### src/verilog/mac_pkg.sv
package mac_pkg;

  // ************************************************************************
  // Default tile geometry
  // ************************************************************************

  // Elements per row and per column of a tile
  parameter int DEF_N_DIM = 4;

  // Signed element width, all arithmetic wraps to this
  parameter int DEF_SCALAR_W = 8;

  // ************************************************************************
  // Opcodes
  // ************************************************************************

  typedef enum logic [2:0] {
    OP_ADD    = 3'd0,
    OP_SUB    = 3'd1,
    OP_EWMUL  = 3'd2,
    OP_MATMUL = 3'd3,
    OP_CLEAR  = 3'd4
  } mac_op_e;

  // ************************************************************************
  // Control FSM states
  // ************************************************************************

  typedef enum logic {
    ST_IDLE = 1'b0,
    ST_RUN  = 1'b1
  } mac_state_e;

  // ************************************************************************
  // Result sources for the writeback mux
  // ************************************************************************

  typedef enum logic [1:0] {
    SRC_ADD  = 2'd0,
    SRC_MUL  = 2'd1,
    SRC_ACC  = 2'd2,
    SRC_ZERO = 2'd3
  } mac_src_e;

endpackage

### src/verilog/mac_decoder.sv
`timescale 1ns/10ps

module mac_decoder
(
  input  logic               i_clk,
  input  logic               i_rst_n,
  input  logic               i_start,
  input  logic               i_abort,
  input  mac_pkg::mac_op_e   i_op,
  input  logic               i_mm_last,
  output logic               o_busy,
  output logic               o_lane_en,
  output logic               o_lane_sub,
  output logic               o_lane_mul,
  output logic               o_mm_start,
  output mac_pkg::mac_src_e  o_src,
  output logic               o_fin
);

  mac_pkg::mac_state_e state_q;
  mac_pkg::mac_op_e    op_q;
  logic                phase_q;
  logic                run;
  logic                accept;
  logic                is_matmul;
  logic                is_ew;

  assign run       = (state_q == mac_pkg::ST_RUN);
  assign accept    = i_start && !i_abort && (state_q == mac_pkg::ST_IDLE);
  assign is_matmul = (op_q == mac_pkg::OP_MATMUL);
  assign is_ew     = op_q inside {mac_pkg::OP_ADD, mac_pkg::OP_SUB, mac_pkg::OP_EWMUL};

  // phase_q marks the cycle after the lanes were loaded
  always_ff @(posedge i_clk or negedge i_rst_n)
  begin
    if (!i_rst_n)
    begin
      state_q <= mac_pkg::ST_IDLE;
      op_q    <= mac_pkg::OP_ADD;
      phase_q <= 1'b0;
    end
    else if (i_abort)
    begin
      state_q <= mac_pkg::ST_IDLE;
      phase_q <= 1'b0;
    end
    else if (accept)
    begin
      state_q <= mac_pkg::ST_RUN;
      op_q    <= i_op;
      phase_q <= 1'b0;
    end
    else if (run)
    begin
      phase_q <= 1'b1;
      if (o_fin)
        state_q <= mac_pkg::ST_IDLE;
    end
  end

  // Lanes load once for elementwise ops, every cycle during a matmul
  assign o_lane_en  = run && (is_matmul || (is_ew && !phase_q));
  assign o_lane_sub = run && (op_q == mac_pkg::OP_SUB);
  assign o_lane_mul = (op_q == mac_pkg::OP_EWMUL) || is_matmul;
  assign o_mm_start = accept && (i_op == mac_pkg::OP_MATMUL);
  assign o_fin      = run && (is_matmul ? i_mm_last : phase_q);
  assign o_busy     = run;

  always_comb
  begin
    case (op_q)
      mac_pkg::OP_ADD,
      mac_pkg::OP_SUB:    o_src = mac_pkg::SRC_ADD;
      mac_pkg::OP_EWMUL:  o_src = mac_pkg::SRC_MUL;
      mac_pkg::OP_MATMUL: o_src = mac_pkg::SRC_ACC;
      default:            o_src = mac_pkg::SRC_ZERO;
    endcase
  end

endmodule

### src/verilog/mac_lane_array.sv
`timescale 1ns/10ps

module mac_lane_array
#(
  parameter int N_DIM    = 4,
  parameter int SCALAR_W = 8
)
(
  i_clk,
  i_rst_n,
  i_lane_en,
  i_lane_sub,
  i_lane_mul,
  i_mm_active,
  i_mm_k,
  i_use_const,
  i_const,
  i_mat_a,
  i_mat_b,
  o_sum,
  o_prod
);

  localparam int MAT_W = N_DIM * N_DIM * SCALAR_W;
  localparam int K_W   = (N_DIM > 1) ? $clog2(N_DIM) : 1;

  input  logic                i_clk;
  input  logic                i_rst_n;
  input  logic                i_lane_en;
  input  logic                i_lane_sub;
  input  logic                i_lane_mul;
  input  logic                i_mm_active;
  input  logic [K_W-1:0]      i_mm_k;
  input  logic                i_use_const;
  input  logic [SCALAR_W-1:0] i_const;
  input  logic [MAT_W-1:0]    i_mat_a;
  input  logic [MAT_W-1:0]    i_mat_b;
  output logic [MAT_W-1:0]    o_sum;
  output logic [MAT_W-1:0]    o_prod;

  logic [MAT_W-1:0] sum_d;
  logic [MAT_W-1:0] prod_d;

  // Element (r,c) sits at bit (r*N_DIM + c)*SCALAR_W, row 0 in the low bits
  for (genvar r = 0; r < N_DIM; r++)
  begin : g_row
    for (genvar c = 0; c < N_DIM; c++)
    begin : g_col
      logic [SCALAR_W-1:0] a_op;
      logic [SCALAR_W-1:0] b_raw;
      logic [SCALAR_W-1:0] b_op;

      // Matmul walks row r of A against column c of B
      assign a_op  = i_mm_active ? i_mat_a[(r*N_DIM + int'(i_mm_k))*SCALAR_W +: SCALAR_W]
                                 : i_mat_a[(r*N_DIM + c)*SCALAR_W +: SCALAR_W];
      assign b_raw = i_mm_active ? i_mat_b[(int'(i_mm_k)*N_DIM + c)*SCALAR_W +: SCALAR_W]
                                 : i_mat_b[(r*N_DIM + c)*SCALAR_W +: SCALAR_W];
      assign b_op  = i_use_const ? i_const : b_raw;

      // Low bits only, so two's complement wrap needs no sign handling
      assign sum_d[(r*N_DIM + c)*SCALAR_W +: SCALAR_W]  = i_lane_sub ? (a_op - b_op)
                                                                     : (a_op + b_op);
      assign prod_d[(r*N_DIM + c)*SCALAR_W +: SCALAR_W] = a_op * b_op;
    end
  end

  always_ff @(posedge i_clk or negedge i_rst_n)
  begin
    if (!i_rst_n)
    begin
      o_sum  <= '0;
      o_prod <= '0;
    end
    else if (i_lane_en)
    begin
      if (i_lane_mul)
        o_prod <= prod_d;
      else
        o_sum <= sum_d;
    end
  end

endmodule

### src/verilog/mac_matmul_seq.sv
`timescale 1ns/10ps

module mac_matmul_seq
#(
  parameter int N_DIM    = 4,
  parameter int SCALAR_W = 8
)
(
  i_clk,
  i_rst_n,
  i_mm_start,
  i_abort,
  i_steps,
  i_mat_c,
  i_prod,
  o_mm_active,
  o_mm_k,
  o_mm_last,
  o_acc
);

  localparam int MAT_W  = N_DIM * N_DIM * SCALAR_W;
  localparam int K_W    = (N_DIM > 1) ? $clog2(N_DIM) : 1;
  localparam int STEP_W = $clog2(N_DIM + 1);

  input  logic              i_clk;
  input  logic              i_rst_n;
  input  logic              i_mm_start;
  input  logic              i_abort;
  input  logic [STEP_W-1:0] i_steps;
  input  logic [MAT_W-1:0]  i_mat_c;
  input  logic [MAT_W-1:0]  i_prod;
  output logic              o_mm_active;
  output logic [K_W-1:0]    o_mm_k;
  output logic              o_mm_last;
  output logic [MAT_W-1:0]  o_acc;

  logic [STEP_W-1:0] steps_q;
  logic [STEP_W-1:0] k_inc;
  logic              last_step;
  logic              valid_q;
  logic              tail_q;
  logic [MAT_W-1:0]  acc_sum;

  assign k_inc     = STEP_W'(o_mm_k) + STEP_W'(1);
  assign last_step = (k_inc == steps_q);

  // ************************************************************************
  // Inner index counter, and a valid bit aligned with the product register
  // ************************************************************************

  always_ff @(posedge i_clk or negedge i_rst_n)
  begin
    if (!i_rst_n)
    begin
      o_mm_active <= 1'b0;
      o_mm_k      <= '0;
      steps_q     <= '0;
      valid_q     <= 1'b0;
      tail_q      <= 1'b0;
      o_mm_last   <= 1'b0;
    end
    else if (i_abort)
    begin
      o_mm_active <= 1'b0;
      valid_q     <= 1'b0;
      tail_q      <= 1'b0;
      o_mm_last   <= 1'b0;
    end
    else if (i_mm_start)
    begin
      o_mm_active <= 1'b1;
      o_mm_k      <= '0;
      steps_q     <= i_steps;
      valid_q     <= 1'b0;
      tail_q      <= 1'b0;
      o_mm_last   <= 1'b0;
    end
    else
    begin
      if (o_mm_active)
      begin
        if (last_step)
          o_mm_active <= 1'b0;
        else
          o_mm_k <= K_W'(k_inc);
      end
      valid_q   <= o_mm_active;
      tail_q    <= o_mm_active && last_step;
      // Final product lands in the accumulator on this same edge
      o_mm_last <= tail_q;
    end
  end

  for (genvar e = 0; e < N_DIM * N_DIM; e++)
  begin : g_acc
    assign acc_sum[e*SCALAR_W +: SCALAR_W] = o_acc[e*SCALAR_W +: SCALAR_W]
                                           + i_prod[e*SCALAR_W +: SCALAR_W];
  end

  // Accumulator starts from C
  always_ff @(posedge i_clk)
  begin
    if (i_mm_start)
      o_acc <= i_mat_c;
    else if (valid_q)
      o_acc <= acc_sum;
  end

endmodule

### src/verilog/mac_matrix_unit.sv
`timescale 1ns/10ps

module mac_matrix_unit
#(
  parameter int N_DIM    = mac_pkg::DEF_N_DIM,
  parameter int SCALAR_W = mac_pkg::DEF_SCALAR_W
)
(
  i_clk,
  i_rst_n,
  i_start,
  i_abort,
  i_op,
  i_use_const,
  i_row_mask,
  i_col_mask,
  i_steps,
  i_mat_a,
  i_mat_b,
  i_mat_c,
  i_const,
  o_busy,
  o_done,
  o_result,
  o_wr_mask
);

  localparam int MAT_W  = N_DIM * N_DIM * SCALAR_W;
  localparam int K_W    = (N_DIM > 1) ? $clog2(N_DIM) : 1;
  localparam int STEP_W = $clog2(N_DIM + 1);

  input  logic                   i_clk;
  input  logic                   i_rst_n;
  input  logic                   i_start;
  input  logic                   i_abort;
  // Start fields and operands are held until o_done
  input  mac_pkg::mac_op_e       i_op;
  input  logic                   i_use_const;
  input  logic [N_DIM-1:0]       i_row_mask;
  input  logic [N_DIM-1:0]       i_col_mask;
  input  logic [STEP_W-1:0]      i_steps;
  input  logic [MAT_W-1:0]       i_mat_a;
  input  logic [MAT_W-1:0]       i_mat_b;
  input  logic [MAT_W-1:0]       i_mat_c;
  input  logic [SCALAR_W-1:0]    i_const;
  output logic                   o_busy;
  output logic                   o_done;
  output logic [MAT_W-1:0]       o_result;
  output logic [N_DIM*N_DIM-1:0] o_wr_mask;

  logic              lane_en;
  logic              lane_sub;
  logic              lane_mul;
  logic              mm_start;
  logic              mm_active;
  logic [K_W-1:0]    mm_k;
  logic              mm_last;
  logic              fin;
  mac_pkg::mac_src_e src;
  logic [MAT_W-1:0]  sum;
  logic [MAT_W-1:0]  prod;
  logic [MAT_W-1:0]  acc;

  mac_decoder u_decoder (
    .i_clk      (i_clk),
    .i_rst_n    (i_rst_n),
    .i_start    (i_start),
    .i_abort    (i_abort),
    .i_op       (i_op),
    .i_mm_last  (mm_last),
    .o_busy     (o_busy),
    .o_lane_en  (lane_en),
    .o_lane_sub (lane_sub),
    .o_lane_mul (lane_mul),
    .o_mm_start (mm_start),
    .o_src      (src),
    .o_fin      (fin)
  );

  mac_lane_array #(.N_DIM(N_DIM), .SCALAR_W(SCALAR_W)) u_lanes (
    .i_clk       (i_clk),
    .i_rst_n     (i_rst_n),
    .i_lane_en   (lane_en),
    .i_lane_sub  (lane_sub),
    .i_lane_mul  (lane_mul),
    .i_mm_active (mm_active),
    .i_mm_k      (mm_k),
    .i_use_const (i_use_const),
    .i_const     (i_const),
    .i_mat_a     (i_mat_a),
    .i_mat_b     (i_mat_b),
    .o_sum       (sum),
    .o_prod      (prod)
  );

  mac_matmul_seq #(.N_DIM(N_DIM), .SCALAR_W(SCALAR_W)) u_matmul (
    .i_clk       (i_clk),
    .i_rst_n     (i_rst_n),
    .i_mm_start  (mm_start),
    .i_abort     (i_abort),
    .i_steps     (i_steps),
    .i_mat_c     (i_mat_c),
    .i_prod      (prod),
    .o_mm_active (mm_active),
    .o_mm_k      (mm_k),
    .o_mm_last   (mm_last),
    .o_acc       (acc)
  );

  mac_writeback #(.N_DIM(N_DIM), .SCALAR_W(SCALAR_W)) u_writeback (
    .i_clk      (i_clk),
    .i_rst_n    (i_rst_n),
    .i_fin      (fin),
    .i_src      (src),
    .i_row_mask (i_row_mask),
    .i_col_mask (i_col_mask),
    .i_sum      (sum),
    .i_prod     (prod),
    .i_acc      (acc),
    .o_done     (o_done),
    .o_result   (o_result),
    .o_wr_mask  (o_wr_mask)
  );

endmodule

### src/verilog/mac_writeback.sv
`timescale 1ns/10ps

module mac_writeback
#(
  parameter int N_DIM    = 4,
  parameter int SCALAR_W = 8
)
(
  i_clk,
  i_rst_n,
  i_fin,
  i_src,
  i_row_mask,
  i_col_mask,
  i_sum,
  i_prod,
  i_acc,
  o_done,
  o_result,
  o_wr_mask
);

  localparam int MAT_W = N_DIM * N_DIM * SCALAR_W;

  input  logic                     i_clk;
  input  logic                     i_rst_n;
  input  logic                     i_fin;
  input  mac_pkg::mac_src_e        i_src;
  input  logic [N_DIM-1:0]         i_row_mask;
  input  logic [N_DIM-1:0]         i_col_mask;
  input  logic [MAT_W-1:0]         i_sum;
  input  logic [MAT_W-1:0]         i_prod;
  input  logic [MAT_W-1:0]         i_acc;
  output logic                     o_done;
  output logic [MAT_W-1:0]         o_result;
  output logic [N_DIM*N_DIM-1:0]   o_wr_mask;

  logic [MAT_W-1:0]       result_d;
  logic [N_DIM*N_DIM-1:0] mask_d;

  always_comb
  begin
    case (i_src)
      mac_pkg::SRC_ADD: result_d = i_sum;
      mac_pkg::SRC_MUL: result_d = i_prod;
      mac_pkg::SRC_ACC: result_d = i_acc;
      default:          result_d = '0;
    endcase
  end

  // Element write enable, row and column both selected
  for (genvar r = 0; r < N_DIM; r++)
  begin : g_mask_row
    for (genvar c = 0; c < N_DIM; c++)
    begin : g_mask_col
      assign mask_d[r*N_DIM + c] = i_row_mask[r] & i_col_mask[c];
    end
  end

  always_ff @(posedge i_clk or negedge i_rst_n)
  begin
    if (!i_rst_n)
    begin
      o_done    <= 1'b0;
      o_wr_mask <= '0;
    end
    else
    begin
      o_done <= i_fin;
      if (i_fin)
        o_wr_mask <= mask_d;
    end
  end

  always_ff @(posedge i_clk)
  begin
    if (i_fin)
      o_result <= result_d;
  end

endmodule
### config.mk
export PLATFORM = sky130hd
export DESIGN_NAME = mac_matrix_unit
export DESIGN_NICKNAME = d
export VERILOG_FILES = /design/src/verilog/mac_pkg.sv /design/src/verilog/mac_decoder.sv /design/src/verilog/mac_lane_array.sv /design/src/verilog/mac_matmul_seq.sv /design/src/verilog/mac_matrix_unit.sv /design/src/verilog/mac_writeback.sv
export SDC_FILE = /design/constraint.sdc
export NUM_CORES = 2
export LEC_CHECK = 0
export BUFFER_PORTS_ARGS = -buffer_cell sky130_fd_sc_hd__buf_4
export CELL_PAD_IN_SITES_DETAIL_PLACEMENT = 1
export CELL_PAD_IN_SITES_GLOBAL_PLACEMENT = 1
export CORE_ASPECT_RATIO = 1.2
export CORE_MARGIN = 4
export CORE_UTILIZATION = 47
export DETAILED_ROUTE_END_ITERATION = 16
export GPL_TIMING_DRIVEN = 0
export PLACE_DENSITY_LB_ADDON = 0.1
export SETUP_SLACK_MARGIN = 0.05
export SLEW_MARGIN = 15
export SYNTH_ARGS = -nofsm -noshare
export SYNTH_HDL_FRONTEND = slang
export SYNTH_HIERARCHICAL = 1
export SYNTH_SLANG_ARGS = --single-unit
### constraint.sdc
create_clock -name i_clk -period 11.05 [get_ports i_clk]
set_input_delay 1.105 -clock i_clk [delete_from_list [all_inputs] [get_ports i_clk]]
set_output_delay 1.105 -clock i_clk [all_outputs]
set_load 0.02 [all_outputs]
==> results.sh <==
export IMPL_overflow=0
export IMPL_cts_htree_levels=3
export IMPL_path_class="reg2reg"
export IMPL_dr_pass1_iters=6
export IMPL_route_final_wire_length_microns=249000
export IMPL_power_density_nw_per_um2=200
export IMPL_clock_root_buffer="clkbuf_16"
export IMPL_synth_top_area_share_pct=14.6
export IMPL_multiInputGateArea_sq_um=34200
export IMPL_grtUsageMet2_pct=64.4
export IMPL_period_minus_slack_ps=8180
export IMPL_cp_slowest_cell="o21ai_1"
export IMPL_area_growth_pct=17.1
export IMPL_p_leak_nw=29.1
export IMPL_wire_per_inst_microns=31.8
export IMPL_max_slew_margin_pct=9.56
export IMPL_synth_edf_count=256
export IMPL_yosysMostFrequentCell="inv_1"
export IMPL_final_area_sq_um=61500
export IMPL_drt_iter0_drc=5029
export IMPL_place_gp_congestion=1.05
export IMPL_cts_hold_buf=0
export IMPL_grt_first_pass_wirelength_microns=352000
export IMPL_num_vias=48200
export IMPL_post_cts_setup_buffers=0
export IMPL_status="finished, final reports clean"
export IMPL_grt_antenna_before_repair=69
export IMPL_layout_nets=7394
export IMPL_ys_seq_area_share_pct=28.3
export IMPL_maxSlewViolCount=0
export IMPL_boundaryPins=557
export IMPL_tritoncts="done"
export IMPL_antenna_left=0
export IMPL_crit_arrival_ps=8720
export IMPL_die_area_sq_um=117000
export IMPL_core_sq_um=111000
export IMPL_setup_violations_final=0
export IMPL_crit_path_max_incr_delay_ps=850
export IMPL_cts_resized=0
export IMPL_synth_area_leader_cell="edfxtp_1"
export IMPL_end_kind="flip-flop"
export IMPL_met1_usage_pct=53.2
export IMPL_cp_max_fo=10
export IMPL_startpoint_type="flip-flop"
export IMPL_fin_skew_ps=38.5
export IMPL_grt_max_degree=97
export IMPL_placed_area_sq_um=59200
export IMPL_port_buffer_count=556
export IMPL_ys_top_cells_by_area="edfxtp_1 (15%), dfrtp_1 (14%), ha_1 (12%)"
export IMPL_clk_pin_slew_worst_paths_ps=60
export IMPL_avgSynthCellArea_sq_um=9.38
export IMPL_hpwl_microns=199000
export IMPL_drive_above_1_share_pct=16.2
export IMPL_start_util_pct=47.2
export IMPL_met3_usage_pct=9.98
export IMPL_cts_buffers=66
export IMPL_syn_nets=6746
export IMPL_async_flop_share_pct=52.9
export IMPL_worstHoldPathType="in2async"
export IMPL_peakVddDrop_mv=0.145
export IMPL_die_h_microns=374
export IMPL_fmax_mhz=122
export IMPL_seqCellArea_sq_um=14900
export IMPL_yosysWarningCount=6
export IMPL_drv_cap=0
export IMPL_clock_sinks=543
export IMPL_grt_pass1_vias=50300
export IMPL_via_per_inst=6.15
export IMPL_synth_commonest_cells="inv_1 (598), ha_1 (513), nand2_1 (501)"
export IMPL_rsz0062_at_grt="false"
export IMPL_cts_buffer_depth=3
export IMPL_rows=134
export IMPL_syn_inst=5598
export IMPL_cp_cell_sequence="buf_2 -> buf_4 -> clkbuf_1 -> clkbuf_1 -> nor2b_1 -> o21ai_1 -> nor2_1 -> fa_1 -> inv_1 -> fa_1 -> fa_1 -> fa_1 -> inv_1 -> ha_1 -> a21oi_1 -> xnor3_1 -> xnor2_1 -> xnor2_1 -> xnor2_1 -> xnor2_1 -> o21ai_1"
export IMPL_grt_busiest_layer="met2"
export IMPL_worstMarginPinSlew_ps=1360
export IMPL_grt_usage_pct=41.6
export IMPL_yosysUniqueCellTypes=79
export IMPL_timing_final_crit_share_pct=74.0
export IMPL_netlist_area_sq_um=52500
export IMPL_worst_slack_ps=2870
export IMPL_drc=0
export IMPL_hold_viol=0
export IMPL_critPathRequiredTime_ps=11590
export IMPL_clk_latency_ps=700
export IMPL_synth_flop_cell="dfrtp_1"
export IMPL_fillCellCount=12800
export IMPL_fp_dieW_microns=313
export IMPL_yosys_register_bits=543
export IMPL_pre_cts_slack_ps=3140
[where the power goes]
| group | internal, mW | switching, mW |
|---|---|---|
| Combinational | 2.94 | 3.86 |
| Clock | 1.29 | 0.957 |
| Sequential | 2.83 | 0.459 |
| Total | 7.05 | 5.27 |
[worst max-delay path: cells and delay by family (launching register included)]
family	cells	cell delay, ps
AO/OA/AOI/OAI	3	1150
XOR/XNOR	5	1370
adder cells (fa/ha/maj)	5	2250
buffers and inverters	6	2380
flip-flops	1	580
AND/OR/NAND/NOR	2	280
[stage by stage]
step | util [%] | power [mW] | cells | setup TNS [ps] | hold slack, ps
after floorplan | - | 7.82 | 5598 | 0 | 445
final | 55.3 | 12.3 | 7840 | 0 | 217
after detailed placement | 53.3 | 9.88 | 7674 | 0 | 463
after global placement | 52.7 | 9.58 | 7650 | -137060 | 460
after global routing | 55.3 | 13.1 | 7814 | 0 | 195
after CTS | 55.2 | 12.2 | 7795 | 0 | 170
[placed cells by master (no fill, tap or decap), types with 30 or more instances in the layout]
master	count
a211oi_1	30
a21o_1	172
a21oi_1	255
a31oi_1	66
buf_2	51
buf_4	560
clkbuf_1	113
clkbuf_16	68
dfrtp_1	287
diode_2	45
edfxtp_1	256
fa_1	224
ha_1	513
inv_1	598
mux2_2	96
mux2i_1	169
mux4_2	44
nand2_1	500
nand2b_1	72
nand3_1	35
nor2_1	452
nor2b_1	183
nor3_1	35
o21a_1	47
o21ai_0	263
o21ai_1	155
o2bb2ai_1	128
xnor2_1	257
xor2_1	205
[state kept, by name, indices dropped and copies added (netlist names), 2 cells and up]
signal / flops
u_matmul/steps_q: 3
u_matmul/o_acc: 128
u_lanes/o_prod: 128
u_writeback/o_wr_mask: 16
u_matmul/o_mm_k: 2
u_writeback/o_result: 128
u_decoder/op_q: 3
u_lanes/o_sum: 128
[worst paths after layout]
kind,from,to,slack (ps),depth (start not counted)
min in group i_clk,u_lanes/o_sum[88],u_lanes/o_sum[88],470,2
max,u_matmul/o_mm_active,u_lanes/o_prod[63],2870,21
max in group asynchronous,i_rst_n,u_lanes/o_prod[64],9520,3
max reg2reg,u_matmul/o_mm_active,u_lanes/o_prod[63],2870,21
min reg2reg,u_lanes/o_sum[88],u_lanes/o_sum[88],470,2
min,i_rst_n,u_writeback/o_wr_mask[10],220,1
[cells by family (layout without fill, tap and decap cells)]
kind of cell,Yosys count,after routing,synth area share [%]
flops,543,543,28.3
simple gates,1381,1381,11.9
other cells,0,45,0
buf+inv,818,1519,6.58
fa+ha+maj,737,737,20.8
mux,337,337,7.95
compound gates,1296,1296,15.8
xor+xnor,486,486,8.73
[area by class of cell]
type / count / area share (%)
antenna: 45 / 0.183
clock inverter: 30 / 0.537
multi-input combinational: 4237 / 55.7
timing repair buffer: 580 / 7.74
inverter: 605 / 3.69
sequential: 543 / 24.2
tap: 1496 / 3.04
buffer: 213 / 1.98
clock buffer: 91 / 2.97
[routing by layer]
layer	vias up	routed length (microns)
met1	24600	98400
li1	20500	-
met2	2483	111000
met4	28	16400
met5	-	199
met3	585	23700
No activity file was read; power rests on OpenSTA's default activity.
